--- src/design/umode_pkg.sv ---
/*
  Shared types and constants for the M/U privilege monitor.
  Only machine and user mode exist; supervisor encodings are illegal.
  Field positions follow the RV32 privileged spec layout.
*/
package umode_pkg;

  typedef logic [1:0]  priv_mode_t;
  typedef logic [31:0] xlen_word_t;
  typedef logic [5:0]  exc_cause_t;
  typedef logic [7:0]  apb_addr_t;

  localparam priv_mode_t MODE_U = 2'd0;
  localparam priv_mode_t MODE_M = 2'd3;

  localparam exc_cause_t CAUSE_INSTR_FAULT = 6'd1;
  localparam exc_cause_t CAUSE_ILLEGAL     = 6'd2;
  localparam exc_cause_t CAUSE_ECALL_U     = 6'd8;
  localparam exc_cause_t CAUSE_SEC_24      = 6'd24;
  localparam exc_cause_t CAUSE_SEC_25      = 6'd25;

  localparam int NUM_RULES = 10;

  typedef logic [NUM_RULES-1:0] rule_vec_t;
  typedef logic [3:0]           rule_idx_t;

  // bit positions in the violation vector
  localparam int RULE_MODE_LEGAL      = 0;
  localparam int RULE_MISA_BITS       = 1;
  localparam int RULE_MPP_LEGAL       = 2;
  localparam int RULE_UMODE_MPRV      = 3;
  localparam int RULE_MSCRATCH_U      = 4;
  localparam int RULE_TRAP_TO_M       = 5;
  localparam int RULE_MRET_MPP        = 6;
  localparam int RULE_UMODE_PRIV_INSN = 7;
  localparam int RULE_ECALL_U         = 8;
  localparam int RULE_WFI_TW          = 9;

  // mstatus and misa fields
  localparam int MPP_POS    = 11;
  localparam int MPRV_POS   = 17;
  localparam int TW_POS     = 21;
  localparam int MISA_U_POS = 20;
  localparam int MISA_S_POS = 18;
  localparam int MISA_N_POS = 13;

  // register map
  localparam apb_addr_t REG_STATUS  = 8'h00;
  localparam apb_addr_t REG_ENABLE  = 8'h04;
  localparam apb_addr_t REG_TOTAL   = 8'h08;
  localparam apb_addr_t REG_RETIRED = 8'h0C;
  localparam apb_addr_t REG_FIRST   = 8'h10;

endpackage
--- src/design/viol_if.sv ---
/*
  Per-retirement violation vector, unmasked.
  viol is only meaningful while valid is high.
*/
`timescale 1ns/10ps

interface viol_if;
  import umode_pkg::*;

  logic      valid;
  rule_vec_t viol;

  modport src (output valid, viol);
  modport dst (input valid, viol);

endinterface

--- src/design/retire_if.sv ---
/*
  Classified retirement record, one per cycle at most.
  Class flags are already cleared for fetch-faulted records.
*/
`timescale 1ns/10ps

interface retire_if;
  import umode_pkg::*;

  logic       valid;
  priv_mode_t mode;
  logic       intr;
  logic       trap;
  exc_cause_t cause;
  // instruction class
  logic       is_mret;
  logic       is_uret;
  logic       is_custom;
  logic       is_ecall;
  logic       is_wfi;
  logic       is_csr_priv;
  // csr state seen at retirement
  priv_mode_t mpp_pre;
  priv_mode_t mpp_post;
  logic       mprv;
  logic       tw;
  logic       misa_ok;
  logic       mscratch_wr;

  modport src (output valid, mode, intr, trap, cause, is_mret, is_uret, is_custom, is_ecall,
               is_wfi, is_csr_priv, mpp_pre, mpp_post, mprv, tw, misa_ok, mscratch_wr);
  modport dst (input valid, mode, intr, trap, cause, is_mret, is_uret, is_custom, is_ecall,
               is_wfi, is_csr_priv, mpp_pre, mpp_post, mprv, tw, misa_ok, mscratch_wr);

endinterface

--- src/design/umode_monitor_top.sv ---
/*
  Retirement-trace privilege monitor for an M/U-only RISC-V core.
  One record per cycle, no handshake; results show two cycles later
  in the registers and irq follows one cycle after that.
*/
`timescale 1ns/10ps

module umode_monitor_top #(
  parameter int COUNT_W = 16
) (
  input  logic                  clk_i,
  input  logic                  rst_n,
  // retirement trace
  input  logic                  valid,
  input  umode_pkg::priv_mode_t mode,
  input  umode_pkg::xlen_word_t insn,
  input  logic                  trap,
  input  umode_pkg::exc_cause_t cause,
  input  logic                  intr,
  input  umode_pkg::xlen_word_t mstatus_rdata,
  input  umode_pkg::xlen_word_t mstatus_wdata,
  input  umode_pkg::xlen_word_t mstatus_wmask,
  input  umode_pkg::xlen_word_t misa_rdata,
  input  umode_pkg::xlen_word_t mscratch_wmask,
  // apb slave
  input  umode_pkg::apb_addr_t  paddr,
  input  logic                  psel,
  input  logic                  penable,
  input  logic                  pwrite,
  input  umode_pkg::xlen_word_t pwdata,
  output umode_pkg::xlen_word_t prdata,
  output logic                  pready,
  output logic                  pslverr,
  output logic                  irq
);

  retire_if ret_bus ();
  viol_if   viol_bus ();

  retire_decoder decoder_i (
    .clk_i          (clk_i),
    .rst_n          (rst_n),
    .valid          (valid),
    .mode           (mode),
    .insn           (insn),
    .trap           (trap),
    .cause          (cause),
    .intr           (intr),
    .mstatus_rdata  (mstatus_rdata),
    .mstatus_wdata  (mstatus_wdata),
    .mstatus_wmask  (mstatus_wmask),
    .misa_rdata     (misa_rdata),
    .mscratch_wmask (mscratch_wmask),
    .ret            (ret_bus.src)
  );

  priv_rule_checker checker_i (
    .clk_i (clk_i),
    .rst_n (rst_n),
    .ret   (ret_bus.dst),
    .viol  (viol_bus.src)
  );

  violation_log #(
    .COUNT_W (COUNT_W)
  ) log_i (
    .clk_i   (clk_i),
    .rst_n   (rst_n),
    .viol    (viol_bus.dst),
    .paddr   (paddr),
    .psel    (psel),
    .penable (penable),
    .pwrite  (pwrite),
    .pwdata  (pwdata),
    .prdata  (prdata),
    .pready  (pready),
    .pslverr (pslverr),
    .irq     (irq)
  );

endmodule

--- src/design/violation_log.sv ---
/*
  Violation log with APB register access.
  pready is tied high, transfers finish in the access cycle.
  Counters saturate; a write to TOTAL clears TOTAL, RETIRED and FIRST.
  STATUS is write-1-to-clear; a new violation in the same cycle wins.
*/
`timescale 1ns/10ps

module violation_log #(
  parameter int COUNT_W = 16
) (
  input  logic                  clk_i,
  input  logic                  rst_n,
  viol_if.dst                   viol,
  input  umode_pkg::apb_addr_t  paddr,
  input  logic                  psel,
  input  logic                  penable,
  input  logic                  pwrite,
  input  umode_pkg::xlen_word_t pwdata,
  output umode_pkg::xlen_word_t prdata,
  output logic                  pready,
  output logic                  pslverr,
  output logic                  irq
);
  import umode_pkg::*;

  localparam rule_idx_t FIRST_NONE = 4'hF;

  rule_vec_t    status;
  rule_vec_t    enable;
  rule_vec_t    masked;
  rule_vec_t    w1c;
  logic [COUNT_W-1:0] total;
  logic [COUNT_W-1:0] retired;
  rule_idx_t    first;
  rule_idx_t    first_hit;
  logic         access;
  logic         wr;
  logic         mapped;
  logic         clr_cnt;

  assign access  = psel && penable;
  assign wr      = access && pwrite;
  assign mapped  = (paddr == REG_STATUS) || (paddr == REG_ENABLE) ||
                   (paddr == REG_TOTAL) || (paddr == REG_RETIRED) || (paddr == REG_FIRST);
  assign clr_cnt = wr && (paddr == REG_TOTAL);
  assign w1c     = (wr && (paddr == REG_STATUS)) ? pwdata[NUM_RULES-1:0] : '0;
  assign masked  = viol.valid ? (viol.viol & enable) : '0;

  assign pready  = 1'b1;
  assign pslverr = access && !mapped;

  // lowest set rule index
  always_comb begin
    first_hit = FIRST_NONE;
    for (int i = NUM_RULES - 1; i >= 0; i--) begin
      if (masked[i]) begin
        first_hit = rule_idx_t'(i);
      end
    end
  end

  always_ff @(posedge clk_i) begin
    if (!rst_n) begin
      status  <= '0;
      enable  <= '1;
      total   <= '0;
      retired <= '0;
      first   <= FIRST_NONE;
      irq     <= 1'b0;
    end else begin
      status <= (status & ~w1c) | masked;
      irq    <= |(status & enable);
      if (wr && (paddr == REG_ENABLE)) begin
        enable <= pwdata[NUM_RULES-1:0];
      end
      if (clr_cnt) begin
        total   <= '0;
        retired <= '0;
        first   <= FIRST_NONE;
      end else begin
        if (viol.valid && !(&retired)) begin
          retired <= retired + COUNT_W'(1);
        end
        if ((|masked) && !(&total)) begin
          total <= total + COUNT_W'(1);
        end
        if (first == FIRST_NONE) begin
          first <= first_hit;
        end
      end
    end
  end

  always_comb begin
    case (paddr)
      REG_STATUS:  prdata = 32'(status);
      REG_ENABLE:  prdata = 32'(enable);
      REG_TOTAL:   prdata = 32'(total);
      REG_RETIRED: prdata = 32'(retired);
      REG_FIRST:   prdata = 32'(first);
      default:     prdata = '0;
    endcase
  end

endmodule

--- src/design/priv_rule_checker.sv ---
/*
  Combinational rule check on the registered record.
  Rules 5 and 6 look at the next valid record after a trap or an mret;
  only one such pending check is held, the latest record decides it.
  Exception causes 1, 24 and 25 outrank the illegal and ecall checks.
*/
`timescale 1ns/10ps

module priv_rule_checker (
  input  logic  clk_i,
  input  logic  rst_n,
  retire_if.dst ret,
  viol_if.src   viol
);
  import umode_pkg::*;

  typedef enum logic [1:0] {
    IDLE,
    AFTER_TRAP,
    AFTER_MRET
  } chk_state_e;

  chk_state_e state;
  priv_mode_t mret_mode;
  rule_vec_t  rules;
  logic       in_u;
  logic       hi_pri;
  logic       illegal;
  logic       ecall_trap;
  logic       priv_insn;

  assign in_u       = (ret.mode == MODE_U);
  assign hi_pri     = ret.trap && ((ret.cause == CAUSE_INSTR_FAULT) ||
                                   (ret.cause == CAUSE_SEC_24) ||
                                   (ret.cause == CAUSE_SEC_25));
  assign illegal    = ret.trap && (ret.cause == CAUSE_ILLEGAL);
  assign ecall_trap = ret.trap && (ret.cause == CAUSE_ECALL_U);
  assign priv_insn  = ret.is_mret || ret.is_uret || ret.is_custom || ret.is_csr_priv;

  always_comb begin
    rules = '0;
    if (ret.valid) begin
      rules[RULE_MODE_LEGAL] = (ret.mode != MODE_U) && (ret.mode != MODE_M);
      rules[RULE_MISA_BITS]  = !ret.misa_ok;
      rules[RULE_MPP_LEGAL]  = (ret.mpp_post != MODE_U) && (ret.mpp_post != MODE_M);
      rules[RULE_UMODE_MPRV] = in_u && ret.mprv;
      rules[RULE_MSCRATCH_U] = in_u && ret.mscratch_wr;

      // next-retirement rules
      rules[RULE_TRAP_TO_M] = (state == AFTER_TRAP) && (ret.mode != MODE_M);
      // an interrupt may preempt the mret target
      rules[RULE_MRET_MPP]  = (state == AFTER_MRET) && !ret.intr &&
                              (ret.mode != mret_mode);

      rules[RULE_UMODE_PRIV_INSN] = in_u && priv_insn && !(illegal || hi_pri);
      rules[RULE_ECALL_U]         = in_u && ret.is_ecall && !(ecall_trap || hi_pri);

      // wfi is illegal in U exactly when TW is set
      if (in_u && ret.is_wfi) begin
        if (ret.tw) begin
          rules[RULE_WFI_TW] = !(illegal || hi_pri);
        end else begin
          rules[RULE_WFI_TW] = illegal;
        end
      end
    end
  end

  // pending check for the next valid record
  always_ff @(posedge clk_i) begin
    if (!rst_n) begin
      state     <= IDLE;
      mret_mode <= MODE_M;
    end else if (ret.valid) begin
      if (ret.trap) begin
        state <= AFTER_TRAP;
      end else if (ret.is_mret && (ret.mode == MODE_M)) begin
        state     <= AFTER_MRET;
        mret_mode <= ret.mpp_pre;
      end else begin
        state <= IDLE;
      end
    end
  end

  assign viol.valid = ret.valid;
  assign viol.viol  = rules;

endmodule

--- src/design/retire_decoder.sv ---
/*
  Registers one retirement per cycle and classifies it.
  The trace has no back-pressure; every valid input is taken.
  A record with an instruction fetch fault carries no class flags,
  since its instruction word cannot be trusted.
*/
`timescale 1ns/10ps

module retire_decoder (
  input  logic                  clk_i,
  input  logic                  rst_n,
  input  logic                  valid,
  input  umode_pkg::priv_mode_t mode,
  input  umode_pkg::xlen_word_t insn,
  input  logic                  trap,
  input  umode_pkg::exc_cause_t cause,
  input  logic                  intr,
  input  umode_pkg::xlen_word_t mstatus_rdata,
  input  umode_pkg::xlen_word_t mstatus_wdata,
  input  umode_pkg::xlen_word_t mstatus_wmask,
  input  umode_pkg::xlen_word_t misa_rdata,
  input  umode_pkg::xlen_word_t mscratch_wmask,
  retire_if.src                 ret
);
  import umode_pkg::*;

  // fixed system instruction encodings
  localparam xlen_word_t MRET_INSN   = 32'h3020_0073;
  localparam xlen_word_t URET_INSN   = 32'h0020_0073;
  localparam xlen_word_t ECALL_INSN  = 32'h0000_0073;
  localparam xlen_word_t WFI_INSN    = 32'h1050_0073;
  localparam xlen_word_t CUSTOM_MASK = 32'hFC00_707F;
  localparam xlen_word_t CUSTOM0_VAL = 32'h8C00_0073;
  localparam xlen_word_t CUSTOM1_VAL = 32'hCC00_0073;
  localparam logic [6:0] OPC_SYSTEM  = 7'b111_0011;

  logic       revoked;
  logic       csr_insn;
  xlen_word_t mstatus_post;

  assign revoked = trap && (cause == CAUSE_INSTR_FAULT);

  // funct3 of 0 is the privileged group, 4 is reserved
  assign csr_insn = (insn[6:0] == OPC_SYSTEM) &&
                    (insn[14:12] != 3'd0) &&
                    (insn[14:12] != 3'd4);

  // written bits take wdata, the rest keep their old value
  assign mstatus_post = (mstatus_wdata & mstatus_wmask) |
                        (mstatus_rdata & ~mstatus_wmask);

  always_ff @(posedge clk_i) begin
    if (!rst_n) begin
      ret.valid <= 1'b0;
    end else begin
      ret.valid <= valid;
    end
  end

  always_ff @(posedge clk_i) begin
    ret.mode  <= mode;
    ret.intr  <= intr;
    ret.trap  <= trap;
    ret.cause <= cause;

    ret.is_mret   <= !revoked && (insn == MRET_INSN);
    ret.is_uret   <= !revoked && (insn == URET_INSN);
    ret.is_ecall  <= !revoked && (insn == ECALL_INSN);
    ret.is_wfi    <= !revoked && (insn == WFI_INSN);
    ret.is_custom <= !revoked && (((insn & CUSTOM_MASK) == CUSTOM0_VAL) ||
                                  ((insn & CUSTOM_MASK) == CUSTOM1_VAL));
    // csr address bits 29:28 give the lowest privilege allowed
    ret.is_csr_priv <= !revoked && csr_insn && (insn[29:28] != MODE_U);

    ret.mpp_pre     <= mstatus_rdata[MPP_POS +: 2];
    ret.mpp_post    <= mstatus_post[MPP_POS +: 2];
    ret.mprv        <= mstatus_post[MPRV_POS];
    ret.tw          <= mstatus_post[TW_POS];
    ret.misa_ok     <= misa_rdata[MISA_U_POS] && !misa_rdata[MISA_S_POS] &&
                       !misa_rdata[MISA_N_POS];
    ret.mscratch_wr <= |mscratch_wmask;
  end

endmodule

--- config.mk ---
export PLATFORM = sky130hd
export DESIGN_NAME = umode_monitor_top
export DESIGN_NICKNAME = d
export VERILOG_FILES = /design/src/design/umode_pkg.sv /design/src/design/viol_if.sv /design/src/design/retire_if.sv /design/src/design/umode_monitor_top.sv /design/src/design/violation_log.sv /design/src/design/priv_rule_checker.sv /design/src/design/retire_decoder.sv
export SDC_FILE = /design/constraint.sdc
export NUM_CORES = 1
export LEC_CHECK = 0
export BUFFER_PORTS_ARGS = -buffer_cell sky130_fd_sc_hd__buf_2
export CAP_MARGIN = 20
export CORE_ASPECT_RATIO = 0.5
export CORE_MARGIN = 2
export CORE_UTILIZATION = 35
export CTS_CLUSTER_SIZE = 16
export DETAILED_ROUTE_END_ITERATION = 7
export GPL_TIMING_DRIVEN = 0
export HOLD_SLACK_MARGIN = 0.03
export PLACE_DENSITY = 0.66
export SYNTH_ARGS = -nofsm -noshare
export SYNTH_HDL_FRONTEND = slang
export SYNTH_SLANG_ARGS = --single-unit
export TNS_END_PERCENT = 30
--- constraint.sdc ---
create_clock -name clk_i -period 4.4 [get_ports clk_i]
set_clock_uncertainty 0.15 [all_clocks]
set_input_delay 0 -clock clk_i [delete_from_list [all_inputs] [get_ports clk_i]]
set_output_delay 0 -clock clk_i [all_outputs]
set_load 0.1 [all_outputs]
==> run summary <==
DRT
--------------------------------------------------------------------------------------------------------
Wirelength per Cell                                                                              14.6 µm
Antenna-violating nets left                                                                            0
Top Layer Used                                                                                      met4
Vias                                                                                               4,709
WL final                                                                                       13,300 µm
Detailed Routing Iterations Pass 1                                                                     5
DRC errors left                                                                                        0
Average vias per placed instance                                                                    5.19
Wire length on met2                                                                              6120 µm
Count of routing violations after the opening detailed-route iteration                               205
Met1 layer wirelength in the final routing                                                       5800 µm
Met3 WL post-DR                                                                                  1030 µm

FINISH
--------------------------------------------------------------------------------------------------------
Net count of the finished layout                                                                     990
Multi-input gate area                                                                        0.00248 mm²
Area growth, synth to finish                                                                       41.0%
Diode count                                                                                            0
Fill cell total of the finished layout                                                             1,164
Fraction of layout instances using a drive strength above 1                                        0.245
Sequential cell area                                                                         0.00172 mm²

POWER
--------------------------------------------------------------------------------------------------------
LEAKAGE                                                                                          2.62 nW
P per Cell Area                                                                               319 mW/mm²
Net switching power                                                                               552 µW
Total chip power                                                                                 1.97 mW
Worst voltage drop across the vdd grid                                                          0.194 mV
Internal power component                                                                         1.41 mW
Part of the power in registers                                                                     0.428
Share of total power in combinational logic                                                        0.177
Switching Fraction                                                                                 0.281
Power share of the clock group                                                                     0.395

CRITICAL PATH
--------------------------------------------------------------------------------------------------------
Peak fanout along the critical path                                                                   10
Arrival time at the worst endpoint                                                               3.17 ns
Startpoint class of the critical path                                                           register
CP Class                                                                                      reg -> reg
Sort of element at the end of the critical path                                                 register
Data required time of the critical path                                                          4.45 ns

SYNTHESIS
--------------------------------------------------------------------------------------------------------
Number of library cell types mapped by synthesis                                                      58
Cell count after synthesis                                                                           525
Fraction of registers with async set/reset                                                             0
EDFF count, synth                                                                                      0
Post-Synthesis Cell Area                                                                     0.00438 mm²
Portion of the post-synthesis area used by sequential elements                                     0.393
Flip-flop and latch count after synthesis                                                             86
Flip-flop cell with the highest count after synthesis                                            dfxtp_1
Average cell area after synthesis                                                               8.34 µm²
Count of synthesis-stage warnings from yosys                                                           0

TIMING
--------------------------------------------------------------------------------------------------------
Post-route minimum period                                                                        3.11 ns
Highest clock rate                                                                             0.321 GHz
Endpoints failing setup                                                                                0
RSZ-0062 raised after global routing                                                                  no
Slew at the pin closest to its max-slew limit                                                    1.05 ns
Sum of negative setup slack                                                                         0 ns
Final clock period utilization by the worst path                                                   0.708
Number of hold violations in the final report                                                          0
Final-layout worst hold slack                                                                   0.142 ns
Fin. max-slew vios                                                                                     0
Relative slew margins                                                                              0.301

GRT
--------------------------------------------------------------------------------------------------------
Number of global-route vias before repair                                                          4,625
Congestion Overflow GR                                                                                 0
Largest net degree at the start of global routing                                                     16
Antenna violations before repair                                                                       0
Global-route usage over all layers                                                                 0.203
Global-route wire length before repair                                                         22,000 µm

FLOORPLAN
--------------------------------------------------------------------------------------------------------
Width of the chip                                                                                 162 µm
Starting Density                                                                                   0.364
Area of the die                                                                               0.0135 mm²
Standard cell core area                                                                       0.0120 mm²
Boundary Pins                                                                                        283
Die Height                                                                                       83.1 µm
FP Rows                                                                                               28

STATUS
--------------------------------------------------------------------------------------------------------
Result of the run                                                                              completed

CLOCK NETWORK
--------------------------------------------------------------------------------------------------------
Clock insertion delay at the later pin of the skew report                                        0.34 ns
H-tree depth                                                                                           3
Total clock buffers created by CTS                                                                     9
Postcts setup bufs                                                                                     0
CTS sink cnt                                                                                          86
Count of cells resized by post-cts repair                                                              0
Maximum number of buffers from clock root to sink                                                      2
Clk root buf                                                                                   clkbuf_16
CTS tree                                                                                             yes
Post-CTS clock slew at the launch and capture registers of the worst setup and hold paths        0.07 ns

PLACEMENT
--------------------------------------------------------------------------------------------------------
Number of buffers added on ports                                                                     129
HPWL after DPL                                                                                   9820 µm
GP Congestion                                                                                      0.880

FLOW RUN
--------------------------------------------------------------------------------------------------------
Count of maximum capacitance violations                                                                0

HOLD PATH
--------------------------------------------------------------------------------------------------------
Worst hold path class                                                                          in -> reg

## path summary, 6_finish.rpt
check                                start                endpoint  slack [ns]  cells after the start
setup / recovery       decoder_i.ret.valid         log_i.total[15]        1.29                      9
hold reg to reg   decoder_i.ret.mpp_pre[1]  checker_i.mret_mode[1]        0.29                      2
hold / removal                     mode[1]   decoder_i.ret.mode[1]        0.14                      2
setup reg to reg       decoder_i.ret.valid         log_i.total[15]        1.29                      9
## cells in the final DEF (no fill, tap or decap), types with 17 or more instances in the layout
| cell type | synthesis | final |
|---|---|---|
| conb_1 | 2 | 17 |
| dlygate4sd3_1 | 0 | 56 |
| a21oi_1 | 32 | 32 |
| buf_2 | 1 | 131 |
| nand2_1 | 57 | 57 |
| buf_4 | 17 | 18 |
| dfxtp_1 | 86 | 86 |
| nor2_1 | 63 | 63 |
| nand3_1 | 36 | 36 |
## registers in the layout, summed over array words and instances, names as in the netlist, 2 cells and up
signal and cells:
log_i.retired 16, log_i.total 16, log_i.enable 10, log_i.status 10, decoder_i.ret.cause 6, log_i.first 4
checker_i.mret_mode 2, checker_i.state 2, decoder_i.ret.mode 2, decoder_i.ret.mpp_post 2, decoder_i.ret.mpp_pre 2
## power by group through the flow
stage               logic [mW]  registers, mW  clock network, mW
global placement         0.307          0.858                  0
CTS                      0.343          0.841              0.789
floorplan                0.212          0.857                  0
finish                   0.348          0.841              0.776
global route             0.379          0.846              0.826
detailed placement       0.310          0.859                  0
## stage by stage
step | cell area, µm² | util | worst slack [ns] | std cells
final | 6170 | 0.513 | 1.29 | 908
after global routing | 6170 | 0.513 | 1.03 | 908
after CTS | 6170 | 0.513 | 1.35 | 908
after detailed placement | 5300 | 0.441 | 1.38 | 836
after global placement | 5290 | 0.440 | 1.42 | 834
after floorplan | 4430 | - | 1.01 | 540
## routing by layer
| metal | up-vias | track usage |
|---|---|---|
| li1 | 2318 | - |
| met1 | 2173 | 0.256 |
| met2 | 186 | 0.338 |
| met3 | 32 | 0.0544 |
| met4 | 0 | 0.0692 |
| met5 | - | 0 |
## critical path, cell delays in order (launching register included)
cell and delay, ns:
dfxtp_1 0.50, nand3_1 0.14, a2111oi_1 0.85, a211oi_1 0.24
and4b_1 0.28, buf_6 0.14, buf_6 0.14, buf_2 0.18
o31ai_1 0.26, a21oi_1 0.09
## synth_stat cells, types with 11 or more instances
cell | count | area share
mux2i_1 | 16 | 0.037
o21ai_0 | 12 | 0.014
a21oi_1 | 32 | 0.037
and3_1 | 11 | 0.016
nand3_1 | 36 | 0.041
nor3_1 | 14 | 0.016
dfxtp_1 | 86 | 0.39
nand4_1 | 13 | 0.019
xnor2_1 | 11 | 0.022
buf_4 | 17 | 0.029
nand2_1 | 57 | 0.049
or4_1 | 12 | 0.021
clkbuf_1 | 14 | 0.012
nor4_1 | 17 | 0.024
nor2_1 | 63 | 0.054
## cell families after synthesis
group | share of synthesized area
simple gates | 0.312
compound gates | 0.130
flops | 0.393
buf+inv | 0.0552
mux | 0.0623
xor+xnor | 0.0340
fa+ha+maj | 0.0114
other cells | 0.00172
## final cells by class
cell class                 count  area share
sequential                    86       0.279
clock inverter                 6      0.0107
buffer                        34      0.0337
timing repair buffer         187       0.198
tap                          165      0.0335
clock buffer                  10      0.0387
multi-input combinational    411       0.401
inverter                       9     0.00548
## timing repair
item	4_1_cts	5_1_grt
endpoints found under the hold margin	46	0
endpoints found under the setup margin	0	0
hold buffers	56	0
(Power assumes the default switching activity.)
